## src/hdl/fp_pkg.sv

```systemverilog
/*
 * IEEE-754 single-precision format constants for the MAC pipeline.
 * Holds field widths, the exponent bias and normal range, and the
 * widths of the internal wide mantissa and signed exponent.
 * Stages refer to these by scoped name.
 */
`default_nettype none

package fp_pkg;

    // Stored format
    localparam int EXP_W  = 8;   // Biased exponent field
    localparam int FRAC_W = 23;  // Stored fraction, hidden bit not included
    localparam int MANT_W = 24;  // Fraction plus hidden bit

    localparam int BIAS = 127;

    // Normal range of the biased exponent
    // All ones is inf/NaN and zero is zero/denormal
    localparam int EXP_MAX = 254;
    localparam int EXP_MIN = 1;

    // Internal wide mantissa
    // A full 24x24 product, kept normalised with the leading one at
    // bit PROD_W-2 so bit PROD_W-1 is free for an add carry
    localparam int PROD_W = 2 * MANT_W;

    // Signed internal exponent, room for overflow and underflow
    localparam int SEXP_W = 10;

endpackage

`default_nettype wire

```

## src/hdl/mac_pkg.sv

```systemverilog
/*
 * Dot-product grouping for the MAC cell.
 * DOT_LEN products are summed into one result before the
 * accumulator clears; CNT_W is the width of the group counter.
 */
`default_nettype none

package mac_pkg;

    localparam int DOT_LEN = 4;  // Products per emitted result

    // One extra bit so the counter can hold DOT_LEN itself
    localparam int CNT_W = $clog2(DOT_LEN) + 1;

endpackage

`default_nettype wire

```

## src/hdl/fma_operand_check.sv

```systemverilog
/*
 * First pipeline stage of the MAC cell.
 * Registers an accepted operand pair and flags the pair as bad when
 * either operand is infinite, NaN or denormal.
 */
`timescale 1ns/10ps
`default_nettype none

module fma_operand_check (
    input  logic        clk,
    input  logic        rst,
    input  logic        in_valid,
    input  logic [31:0] in_a,
    input  logic [31:0] in_b,
    output logic        in_ready,
    output logic        chk_valid,
    output logic [31:0] chk_a,
    output logic [31:0] chk_b,
    output logic        chk_bad,
    input  logic        chk_ready
);

    // Exponent all ones, or zero exponent with a nonzero fraction
    function automatic logic is_special(input logic [31:0] f);
        logic [fp_pkg::EXP_W-1:0]  e;
        logic [fp_pkg::FRAC_W-1:0] m;
        e = f[fp_pkg::FRAC_W +: fp_pkg::EXP_W];
        m = f[fp_pkg::FRAC_W-1:0];
        return (&e) || ((e == '0) && (m != '0));
    endfunction

    assign in_ready = !chk_valid || chk_ready;

    always_ff @(posedge clk) begin
        if (rst) begin
            chk_valid <= 1'b0;
        end else if (in_ready) begin
            chk_valid <= in_valid;
        end
    end

    always_ff @(posedge clk) begin
        if (in_valid && in_ready) begin
            chk_a   <= in_a;
            chk_b   <= in_b;
            chk_bad <= is_special(in_a) || is_special(in_b);
        end
    end

    // A stalled pair must reach the multiplier unchanged
    assert property (@(posedge clk) disable iff (rst)
        chk_valid && !chk_ready |=> chk_valid && $stable(chk_a) && $stable(chk_b))
        else $error("operand pair changed while stalled");

endmodule

`default_nettype wire

```

## src/hdl/fma_multiply.sv

```systemverilog
/*
 * Second pipeline stage of the MAC cell.
 * Multiplies the two mantissas, adds the exponents and brings a
 * product of 2.0 or more back into range with one right shift.
 * A zero operand gives a zero product.
 */
`timescale 1ns/10ps
`default_nettype none

module fma_multiply (
    input  logic                             clk,
    input  logic                             rst,
    input  logic                             chk_valid,
    input  logic [31:0]                      chk_a,
    input  logic [31:0]                      chk_b,
    input  logic                             chk_bad,
    output logic                             chk_ready,
    output logic                             mul_valid,
    output logic                             mul_sign,
    output logic signed [fp_pkg::SEXP_W-1:0] mul_exp,
    output logic [fp_pkg::PROD_W-1:0]        mul_mant,
    output logic                             mul_zero,
    output logic                             mul_bad,
    input  logic                             mul_ready
);

    logic [fp_pkg::EXP_W-1:0]         exp_a;
    logic [fp_pkg::EXP_W-1:0]         exp_b;
    logic [fp_pkg::MANT_W-1:0]        mant_a;
    logic [fp_pkg::MANT_W-1:0]        mant_b;
    logic [fp_pkg::PROD_W-1:0]        prod_raw;
    logic signed [fp_pkg::SEXP_W-1:0] exp_sum;
    logic                             any_zero;
    logic                             nxt_sign;
    logic signed [fp_pkg::SEXP_W-1:0] nxt_exp;
    logic [fp_pkg::PROD_W-1:0]        nxt_mant;

    assign exp_a  = chk_a[fp_pkg::FRAC_W +: fp_pkg::EXP_W];
    assign exp_b  = chk_b[fp_pkg::FRAC_W +: fp_pkg::EXP_W];
    assign mant_a = {1'b1, chk_a[fp_pkg::FRAC_W-1:0]};  // Hidden bit restored
    assign mant_b = {1'b1, chk_b[fp_pkg::FRAC_W-1:0]};

    assign any_zero = (chk_a[30:0] == '0) || (chk_b[30:0] == '0);

    always_comb begin
        prod_raw = mant_a * mant_b;
        exp_sum  = fp_pkg::SEXP_W'(exp_a) + fp_pkg::SEXP_W'(exp_b)
                 - fp_pkg::SEXP_W'(fp_pkg::BIAS);
        nxt_sign = chk_a[31] ^ chk_b[31];
        if (any_zero) begin
            nxt_sign = 1'b0;
            nxt_exp  = '0;
            nxt_mant = '0;
        end else if (prod_raw[fp_pkg::PROD_W-1]) begin  // Product in [2.0, 4.0)
            nxt_exp  = exp_sum + 2'sd1;
            nxt_mant = prod_raw >> 1;
        end else begin
            nxt_exp  = exp_sum;
            nxt_mant = prod_raw;
        end
    end

    assign chk_ready = !mul_valid || mul_ready;

    always_ff @(posedge clk) begin
        if (rst) begin
            mul_valid <= 1'b0;
        end else if (chk_ready) begin
            mul_valid <= chk_valid;
        end
    end

    always_ff @(posedge clk) begin
        if (chk_valid && chk_ready) begin
            mul_sign <= nxt_sign;
            mul_exp  <= nxt_exp;
            mul_mant <= nxt_mant;
            mul_zero <= any_zero;
            mul_bad  <= chk_bad;
        end
    end

endmodule

`default_nettype wire

```

## src/hdl/fma_accumulate.sv

```systemverilog
/*
 * Third pipeline stage of the MAC cell.
 * Aligns each product against the running sum, adds or subtracts the
 * mantissas and renormalises, all in one cycle. The last product of a
 * group loads the finished sum into the output register and clears it.
 */
`timescale 1ns/10ps
`default_nettype none

module fma_accumulate (
    input  logic                             clk,
    input  logic                             rst,
    input  logic                             mul_valid,
    input  logic                             mul_sign,
    input  logic signed [fp_pkg::SEXP_W-1:0] mul_exp,
    input  logic [fp_pkg::PROD_W-1:0]        mul_mant,
    input  logic                             mul_zero,
    input  logic                             mul_bad,
    output logic                             mul_ready,
    output logic                             sum_valid,
    output logic                             sum_sign,
    output logic signed [fp_pkg::SEXP_W-1:0] sum_exp,
    output logic [fp_pkg::PROD_W-1:0]        sum_mant,
    output logic                             sum_zero,
    output logic                             sum_bad,
    input  logic                             sum_ready
);

    // Running sum
    logic                             acc_sign;
    logic signed [fp_pkg::SEXP_W-1:0] acc_exp;
    logic [fp_pkg::PROD_W-1:0]        acc_mant;
    logic                             acc_zero;
    logic                             acc_bad;
    logic [mac_pkg::CNT_W-1:0]        cnt;  // Products absorbed so far

    logic                             big_sign;
    logic                             small_sign;
    logic signed [fp_pkg::SEXP_W-1:0] big_exp;
    logic signed [fp_pkg::SEXP_W-1:0] small_exp;
    logic [fp_pkg::PROD_W-1:0]        big_mant;
    logic [fp_pkg::PROD_W-1:0]        small_mant;
    logic [fp_pkg::SEXP_W:0]          diff;  // One bit wider, never overflows
    logic [fp_pkg::PROD_W-1:0]        aligned;
    logic [fp_pkg::PROD_W-1:0]        raw;
    logic                             raw_sign;
    logic signed [fp_pkg::SEXP_W-1:0] lshift;

    logic                             nxt_sign;
    logic signed [fp_pkg::SEXP_W-1:0] nxt_exp;
    logic [fp_pkg::PROD_W-1:0]        nxt_mant;
    logic                             nxt_zero;
    logic                             last;

    function automatic logic [fp_pkg::SEXP_W-1:0] lead_one(input logic [fp_pkg::PROD_W-1:0] m);
        logic [fp_pkg::SEXP_W-1:0] pos;
        pos = '0;
        for (int i = 0; i < fp_pkg::PROD_W; i++) begin
            if (m[i]) begin
                pos = fp_pkg::SEXP_W'(i);
            end
        end
        return pos;
    endfunction

    always_comb begin
        // Operand with the larger exponent stays put
        if (acc_exp >= mul_exp) begin
            {big_sign, big_exp, big_mant}       = {acc_sign, acc_exp, acc_mant};
            {small_sign, small_exp, small_mant} = {mul_sign, mul_exp, mul_mant};
        end else begin
            {big_sign, big_exp, big_mant}       = {mul_sign, mul_exp, mul_mant};
            {small_sign, small_exp, small_mant} = {acc_sign, acc_exp, acc_mant};
        end
        diff    = {big_exp[fp_pkg::SEXP_W-1], big_exp} - {small_exp[fp_pkg::SEXP_W-1], small_exp};
        aligned = (diff >= fp_pkg::PROD_W) ? '0 : small_mant >> diff;

        // Magnitude add or subtract
        if (big_sign == small_sign) begin
            raw      = big_mant + aligned;
            raw_sign = big_sign;
        end else if (big_mant >= aligned) begin
            raw      = big_mant - aligned;
            raw_sign = big_sign;
        end else begin
            raw      = aligned - big_mant;  // Only when the exponents match
            raw_sign = small_sign;
        end

        lshift = fp_pkg::SEXP_W'(fp_pkg::PROD_W - 2) - lead_one(raw);

        if (acc_zero) begin  // Empty sum takes the product as is
            {nxt_sign, nxt_exp, nxt_mant, nxt_zero} = {mul_sign, mul_exp, mul_mant, mul_zero};
        end else if (raw == '0) begin
            {nxt_sign, nxt_exp, nxt_mant, nxt_zero} = {1'b0, {fp_pkg::SEXP_W{1'b0}},
                                                       {fp_pkg::PROD_W{1'b0}}, 1'b1};
        end else if (raw[fp_pkg::PROD_W-1]) begin  // Carry out of the add
            {nxt_sign, nxt_exp, nxt_mant, nxt_zero} = {raw_sign, big_exp + 2'sd1,
                                                       raw >> 1, 1'b0};
        end else begin
            {nxt_sign, nxt_exp, nxt_mant, nxt_zero} = {raw_sign, big_exp - lshift,
                                                       raw << lshift, 1'b0};
        end
    end

    assign mul_ready = !sum_valid || sum_ready;
    assign last      = (cnt == mac_pkg::CNT_W'(mac_pkg::DOT_LEN - 1));

    always_ff @(posedge clk) begin
        if (rst || (mul_valid && mul_ready && last)) begin  // Clear at group end
            acc_sign <= 1'b0;
            acc_exp  <= '0;
            acc_mant <= '0;
            acc_zero <= 1'b1;
            acc_bad  <= 1'b0;
            cnt      <= '0;
        end else if (mul_valid && mul_ready) begin
            acc_sign <= nxt_sign;
            acc_exp  <= nxt_exp;
            acc_mant <= nxt_mant;
            acc_zero <= nxt_zero;
            acc_bad  <= acc_bad || mul_bad;
            cnt      <= cnt + 1'b1;
        end
    end

    always_ff @(posedge clk) begin
        if (rst) begin
            sum_valid <= 1'b0;
        end else if (mul_valid && mul_ready && last) begin
            sum_valid <= 1'b1;
        end else if (sum_ready) begin
            sum_valid <= 1'b0;
        end
    end

    always_ff @(posedge clk) begin
        if (mul_valid && mul_ready && last) begin
            sum_sign <= nxt_sign;
            sum_exp  <= nxt_exp;
            sum_mant <= nxt_mant;
            sum_zero <= nxt_zero;
            sum_bad  <= acc_bad || mul_bad;  // Bad flag ORs across the group
        end
    end

    assert property (@(posedge clk) disable iff (rst) cnt <= mac_pkg::DOT_LEN)
        else $error("group count beyond DOT_LEN");

    // Multiplier and accumulator together keep the sum normalised
    assert property (@(posedge clk) disable iff (rst)
        sum_valid && !sum_zero |-> sum_mant[fp_pkg::PROD_W-2])
        else $error("finished sum not normalised");

endmodule

`default_nettype wire

```

## src/hdl/fma_result.sv

```systemverilog
/*
 * Last pipeline stage of the MAC cell.
 * Packs a finished group sum to single precision by truncation and
 * flags bad groups and out-of-range exponents with an all-ones result.
 * The packed result holds until out_ready.
 */
`timescale 1ns/10ps
`default_nettype none

module fma_result (
    input  logic                             clk,
    input  logic                             rst,
    input  logic                             sum_valid,
    input  logic                             sum_sign,
    input  logic signed [fp_pkg::SEXP_W-1:0] sum_exp,
    input  logic [fp_pkg::PROD_W-1:0]        sum_mant,
    input  logic                             sum_zero,
    input  logic                             sum_bad,
    output logic                             sum_ready,
    output logic                             out_valid,
    output logic [31:0]                      out_result,
    output logic                             out_error,
    input  logic                             out_ready
);

    logic        out_of_range;
    logic [31:0] nxt_result;
    logic        nxt_error;

    assign out_of_range = (sum_exp > fp_pkg::EXP_MAX) || (sum_exp < fp_pkg::EXP_MIN);

    always_comb begin
        if (sum_bad || (!sum_zero && out_of_range)) begin
            nxt_result = '1;
            nxt_error  = 1'b1;
        end else if (sum_zero) begin
            nxt_result = '0;
            nxt_error  = 1'b0;
        end else begin
            // Fraction sits just below the leading one at bit PROD_W-2
            nxt_result = {sum_sign, sum_exp[fp_pkg::EXP_W-1:0],
                          sum_mant[fp_pkg::PROD_W-3 -: fp_pkg::FRAC_W]};
            nxt_error  = 1'b0;
        end
    end

    assign sum_ready = !out_valid || out_ready;

    always_ff @(posedge clk) begin
        if (rst) begin
            out_valid <= 1'b0;
        end else if (sum_ready) begin
            out_valid <= sum_valid;
        end
    end

    always_ff @(posedge clk) begin
        if (sum_valid && sum_ready) begin
            out_result <= nxt_result;
            out_error  <= nxt_error;
        end
    end

    assert property (@(posedge clk) disable iff (rst)
        out_valid && out_error |-> (&out_result))
        else $error("error result is not all ones");

endmodule

`default_nettype wire

```

## src/hdl/fma_cell.sv

```systemverilog
/*
 * Single-precision multiply-accumulate cell, top level.
 * Chains check, multiply, accumulate and result stages over valid/ready
 * links; one dot-product result leaves per group of operand pairs.
 */
`timescale 1ns/10ps
`default_nettype none

module fma_cell (
    input  logic        clk,
    input  logic        rst,
    input  logic        in_valid,
    input  logic [31:0] in_a,
    input  logic [31:0] in_b,
    output logic        in_ready,
    output logic        out_valid,
    output logic [31:0] out_result,
    output logic        out_error,
    input  logic        out_ready
);

    // Check to multiply
    logic        chk_valid;
    logic        chk_ready;
    logic [31:0] chk_a;
    logic [31:0] chk_b;
    logic        chk_bad;

    // Multiply to accumulate
    logic                             mul_valid;
    logic                             mul_ready;
    logic                             mul_sign;
    logic signed [fp_pkg::SEXP_W-1:0] mul_exp;
    logic [fp_pkg::PROD_W-1:0]        mul_mant;
    logic                             mul_zero;
    logic                             mul_bad;

    // Accumulate to result, finished sums only
    logic                             sum_valid;
    logic                             sum_ready;
    logic                             sum_sign;
    logic signed [fp_pkg::SEXP_W-1:0] sum_exp;
    logic [fp_pkg::PROD_W-1:0]        sum_mant;
    logic                             sum_zero;
    logic                             sum_bad;

    fma_operand_check u_check (
        .clk, .rst, .in_valid, .in_a, .in_b, .in_ready,
        .chk_valid, .chk_a, .chk_b, .chk_bad, .chk_ready
    );

    fma_multiply u_multiply (
        .clk, .rst, .chk_valid, .chk_a, .chk_b, .chk_bad, .chk_ready,
        .mul_valid, .mul_sign, .mul_exp, .mul_mant, .mul_zero, .mul_bad, .mul_ready
    );

    fma_accumulate u_accumulate (
        .clk, .rst,
        .mul_valid, .mul_sign, .mul_exp, .mul_mant, .mul_zero, .mul_bad, .mul_ready,
        .sum_valid, .sum_sign, .sum_exp, .sum_mant, .sum_zero, .sum_bad, .sum_ready
    );

    fma_result u_result (
        .clk, .rst,
        .sum_valid, .sum_sign, .sum_exp, .sum_mant, .sum_zero, .sum_bad, .sum_ready,
        .out_valid, .out_result, .out_error, .out_ready
    );

endmodule

`default_nettype wire

```

## config.mk

```make
export PLATFORM = sky130hd
export DESIGN_NAME = fma_cell
export DESIGN_NICKNAME = d
export VERILOG_FILES = /design/src/hdl/fp_pkg.sv /design/src/hdl/mac_pkg.sv /design/src/hdl/fma_operand_check.sv /design/src/hdl/fma_multiply.sv /design/src/hdl/fma_accumulate.sv /design/src/hdl/fma_result.sv /design/src/hdl/fma_cell.sv
export SDC_FILE = /design/constraint.sdc
export NUM_CORES = 2
export LEC_CHECK = 0
export BUFFER_PORTS_ARGS = -buffer_cell sky130_fd_sc_hd__buf_2
export CORE_UTILIZATION = 63
export CTS_CLUSTER_SIZE = 40
export DETAILED_ROUTE_END_ITERATION = 7
export PLACE_DENSITY = 0.89
export REMOVE_ABC_BUFFERS = 1
export SLEW_MARGIN = 20
export SYNTH_ARGS = -nofsm -noshare
export SYNTH_HDL_FRONTEND = slang
export SYNTH_HIERARCHICAL = 1
export SYNTH_SLANG_ARGS = --single-unit
```

## constraint.sdc

```tcl
create_clock -name clk -period 19.57 [get_ports clk]
set_input_delay 3.914 -clock clk [delete_from_list [all_inputs] [get_ports clk]]
set_output_delay 3.914 -clock clk [all_outputs]
set_load 0.02 [all_outputs]
```

; ---- Word-level counts from Yosys, hierarchy flattened
; Index checks and enable logic that the tools add are counted.
[op_classes]
shift = 2
mul = 1
eq_ne = 2
order_cmp = 5
n_reduce_logical = 35
muxes = 74
n_bitwise = 1
n_addsub = 11
[ops]
columns = op, count
row1 = 2-to-1 mux 48 bit, 8
row2 = 2-to-1 mux 6 bit, 16
row3 = subtractor 48 bit, 2
row4 = 2-to-1 mux 5 bit, 16
row5 = logical NOT 31 bit, 2
row6 = 2-to-1 mux 10 bit, 6
row7 = adder 48 bit, 1
row8 = greater-or-equal comparator 48 bit, 1
row9 = logical NOT 48 bit, 1
row10 = multiplier 24 x 24 -> 48 bit, 1
row11 = left shift 48 x 10 -> 48 bit, 1
row12 = >> shifter 48 x 11 -> 48 bit, 1
row13 = 2-to-1 mux 47 bit, 1
row14 = nonzero test 23 bit, 2
row15 = 2-to-1 mux 32 bit, 1
row16 = 2-to-1 mux 4 bit, 8
row17 = "adder 10 x 2 -> 10 bit, second input constant", 2
row18 = logical NOT 8 bit, 2
row19 = AND reduction 8 bit, 2
row20 = logical OR 1 bit, 12
row21 = 2-to-1 mux 1 bit, 12
row22 = 2-to-1 mux 3 bit, 4
row23 = "greater-or-equal comparator 11 x 6 -> 1 bit, second input constant", 1
row24 = subtractor 10 x 10 -> 11 bit, 1
row25 = 15 further kinds, 27
[totals]
out_inout_bits = 35
ff_bits = 286
inputBits = 68

; ---- Longest topological paths before layout
[logic_depth]
depth_word = 60
ltp_mapped = 69
mapped_depth_nobuf = 64

; ---- Hierarchy
; Netlist, hierarchy kept.
[by_module_without_submodules]
columns = mod, seq_area_each_um2, instances, cells_each, area_per_inst_um2
row1 = fma_accumulate, 3133.0, 1, 3338, 23710.2
row2 = fma_multiply, 1821.7, 1, 2477, 22113.7
row3 = fma_operand_check, 1971.9, 1, 100, 2204.6
row4 = fma_result, 1011.0, 1, 87, 1412.6

; ---- Worst setup path after synthesis
; Ideal clock, no wire load.
[synth_timing]
path_type = register to register
from = register u_multiply/mul_exp[1] in the netlist's numbering
to = register u_accumulate/acc_exp[9] in the netlist's numbering
path_stages_with_launch = 68
arrival_time_ns = 12.962
path_slack_ns = 6.494
setup_ns = 0.115
path_buffers = 5
synth_period_minus_slack_ns = 13.076
path_cell_list = edfxtp_1 > inv_1 > ha_1 > nor2b_1 > o21a_1 > o21a_1 > o21ai_0 > a21boi_0 > o21a_1 > o21a_1 > o21ai_0 > a31oi_1 > or4_1 > and2_1 > ha_1 > o31ai_1 > a31oi_1 > o31ai_1 > (+32 left out) > nor2b_1 > o22ai_1 > a21oi_1 > nand2_1 > nor2_1 > nand2_1 > xnor2_1 > nor2_1 > ha_1 > a21oi_1 > o21bai_1 > a21oi_1 > o21bai_1 > a21oi_1 > xnor2_1 > xnor2_1 > a22o_1 > o21ba_1
[synth_between]
elab_chain_len = 60
[synth_lines]
columns = element, line
row1 = from (decl), fma_multiply.sv:20  ; output logic signed [fp_pkg::SEXP_W-1:0] mul_exp,
row2 = from (signal assigned), fma_multiply.sv:76  ; mul_exp <= nxt_exp;
row3 = greater-or-equal comparator 10 bit, fma_accumulate.sv:68  ; if (acc_exp >= mul_exp) begin
row4 = 2-to-1 mux 10 bit, fma_accumulate.sv:68
row5 = subtractor 10 x 10 -> 11 bit, fma_accumulate.sv:75  ; diff = {big_exp[fp_pkg::SEXP_W-1], big_exp} - {small_exp[fp_pkg::SEXP_W-1], small_exp};
row6 = >> shifter 48 x 11 -> 48 bit or greater-or-equal comparator 11 x 6 -> 1 bit (tied branches), fma_accumulate.sv:76  ; aligned = (diff >= fp_pkg::PROD_W) ? '0 : small_mant >> diff;
row7 = 2-to-1 mux 48 bit, fma_accumulate.sv:76
row8 = subtractor 48 bit (tied with other cells), fma_accumulate.sv:86  ; raw = aligned - big_mant;
row9 = 2-to-1 mux 48 bit, fma_accumulate.sv:82  ; end else if (big_mant >= aligned) begin
row10 = 2-to-1 mux 48 bit, fma_accumulate.sv:79  ; if (big_sign == small_sign) begin
row11 = (+15 left out), -
row12 = 2-to-1 mux 5 bit (16 in a row), fma_accumulate.sv:59  ; if (m[i]) begin
row13 = 2-to-1 mux 6 bit (16 in a row), fma_accumulate.sv:59
row14 = subtractor 6 x 6 -> 7 bit, fma_accumulate.sv:90  ; lshift = fp_pkg::SEXP_W'(fp_pkg::PROD_W - 2) - lead_one(raw);
row15 = subtractor 10 x 7 -> 10 bit, fma_accumulate.sv:101  ; {nxt_sign, nxt_exp, nxt_mant, nxt_zero} = {raw_sign, big_exp - lshift,
row16 = 2-to-1 mux 10 bit, fma_accumulate.sv:97  ; end else if (raw[fp_pkg::PROD_W-1]) begin
row17 = 2-to-1 mux 10 bit (*), fma_accumulate.sv:94  ; end else if (raw == '0) begin
row18 = 2-to-1 mux 10 bit (*), fma_accumulate.sv:92  ; if (acc_zero) begin
row19 = "net u_accumulate.nxt_exp, one bit", fma_accumulate.sv:50  ; logic signed [fp_pkg::SEXP_W-1:0] nxt_exp;
row20 = to (signal assigned), fma_accumulate.sv:119  ; acc_exp <= nxt_exp;
row21 = to (decl), fma_accumulate.sv:31  ; logic signed [fp_pkg::SEXP_W-1:0] acc_exp;
; The timed path passes the listed nets; every way through them passes the cells marked *.
; A chain may end at the register's enable or synchronous reset.

; ---- Final worst setup path
; Same ends and word-level chain as after synthesis.

==> flow_summary.json <==
{
  "outcome": "finished with violations",
  "violations": "design-rule violations",
  "path_class": "flop to flop",
  "finalSetupViolations": 0,
  "fmax_mhz": 57.4,
  "layout.nets": 6761,
  "clock_sinks": 262,
  "worstSetupEndpointType": "flop",
  "path_clk_slew_ns": 0.06,
  "finalCritPeriodShare": 0.891,
  "die_h_um": 280,
  "crit_arrival_ns": 17.92,
  "wirelength_um": 201000,
  "max_stage_delay_ns": 0.83,
  "area_growth_pct": 4.93,
  "fillers": 6050,
  "syn_area_per_cell_um2": 8.16,
  "htreeDepth": 1,
  "drtIter0Drc": 7722,
  "final_area_mm2": 0.0510,
  "hold_viol": 0,
  "cts-resized-gates": 0,
  "root_buffer": "clkbuf_16",
  "start_kind": "flop",
  "yosysWarnings": 6,
  "grt_setup_unrepaired": "false",
  "viasPerCell": 7.10,
  "grt_overflow": 0,
  "dr.pass1.iters": 8,
  "utilization": 0.670,
  "drt-wirelength-per-cell_um": 29.0,
  "drive_above_1_share": 0.0754,
  "whs_ns": 0.458,
  "grt_start_max_net_pins": 91,
  "track_usage": 0.503,
  "grt_antenna_before_repair": 6,
  "cts_buffers": 30,
  "rows": 101,
  "port_buffers": 102,
  "finClkSkew_ns": 0.0269,
  "die_x_um": 280,
  "syn_inst": 5957,
  "slowest_stage": "o21ai_0",
  "drv_slew": 0,
  "final_antenna_net_count": 0,
  "place_congestion": 1.17,
  "grt_pass1_wl_um": 296000,
  "core-area_mm2": 0.0761,
  "grt_pass1_vias": 48100,
  "tritoncts": "done",
  "worstMarginPinSlew_ns": 1.26,
  "crit_path_frequent_cell": "a21oi_1",
  "clockBufferDepth": 3,
  "postCtsSetupRepairBufs": 0,
  "syn_area_mm2": 0.0486,
  "dpl_cell_area_mm2": 0.0499,
  "drc": 30,
  "hold_buffers": 0,
  "crit_fanout": 36,
  "worstSkewPairLatency_ns": 0.63,
  "dp_hpwl_um": 153000,
  "slew-limit-headroom": 0.156,
  "vias": 49100,
  "start_util": 0.639,
  "die_area_mm2": 0.0782,
  "ios": 103,
  "critical_path_required_ns": 20.07,
  "hold_path.class": "flop to flop",
  "finalCriticalPeriod_ns": 17.43,
  "maxCapViolCount": 0
}
[layout by cell type (no fill, tap or decap), drive strengths merged, types with 40 or more instances in the layout]
| cell type | instances |
|---|---|
| nand2 | 823 |
| inv | 723 |
| fa | 487 |
| a21oi | 368 |
| nor2 | 356 |
| ha | 352 |
| and2 | 292 |
| o21ai | 245 |
| mux2i | 241 |
| buf | 205 |
| edfxtp | 194 |
| nor3 | 110 |
| nand3 | 93 |
| xnor2 | 89 |
| a21o | 86 |
| a211oi | 82 |
| dfxtp | 68 |
| nor4 | 68 |
| nand4 | 59 |
| a31oi | 47 |
| o211ai | 45 |
| and3 | 45 |
| nand2b | 45 |
| o21bai | 44 |
| xor2 | 40 |
[layer usage]
metal,vias to the layer above,routed length [um],GRT usage,part of all wire
met2,4441,85500,0.770,0.43
li1,20200,-,-,-
met5,-,21,0,0.00010
met3,1348,26900,0.144,0.13
met4,4,21800,0.423,0.11
met1,23100,66500,0.585,0.33
[final timing paths]
check	startpoint	slack, ns	to	depth (start not counted)
max	u_multiply/mul_exp[1]	2.14	u_accumulate/acc_exp[9]	64
min reg2reg	u_accumulate/sum_valid	0.46	u_result/out_valid	2
min	u_accumulate/sum_valid	0.46	u_result/out_valid	2
max reg2reg	u_multiply/mul_exp[1]	2.14	u_accumulate/acc_exp[9]	64
[critical path: cells and delay by family, from the launching register on]
family          cells  cell delay (ns)
mux                 1             0.24
compound gates     35             9.02
simple gates       16             4.19
flops               1             0.41
buf+inv             3             0.64
xor+xnor            4             1.15
fa+ha+maj           5             1.63
[stage by stage]
stage	setup TNS (ns)	setup slack, ns	std cells
after floorplan	-0.880	-0.405	5617
final	0	2.14	6914
after global placement	0	3.12	6849
after global routing	0	1.26	6908
after CTS	0	2.75	6905
after detailed placement	0	2.78	6849
[final cells by class]
class	count	area [um^2]	area share
inverters	727	2730	0.0535
clock inverters	23	263	0.00515
flip-flops and latches	262	7190	0.141
diodes	6	15.0	0.000294
clock buffers	33	772	0.0151
well taps	1030	1290	0.0253
repair buffers	205	1310	0.0256
multi-input cells	4628	37400	0.734
[sequential cells by signal, summed over array words and instances (netlist names), 3 cells and up]
signal / cells
u_check/chk_b: 32
u_accumulate/sum_exp: 10
u_multiply/mul_mant: 47
u_multiply/mul_exp: 10
u_result/out_result: 32
u_accumulate/acc_exp: 10
u_accumulate/sum_mant: 23
u_check/chk_a: 32
u_accumulate/acc_mant: 48
u_accumulate/cnt: 3
Power is left out: the tool's default activity adds up to more than one toggle a clock period on the data nets, which glitch-free logic cannot reach.
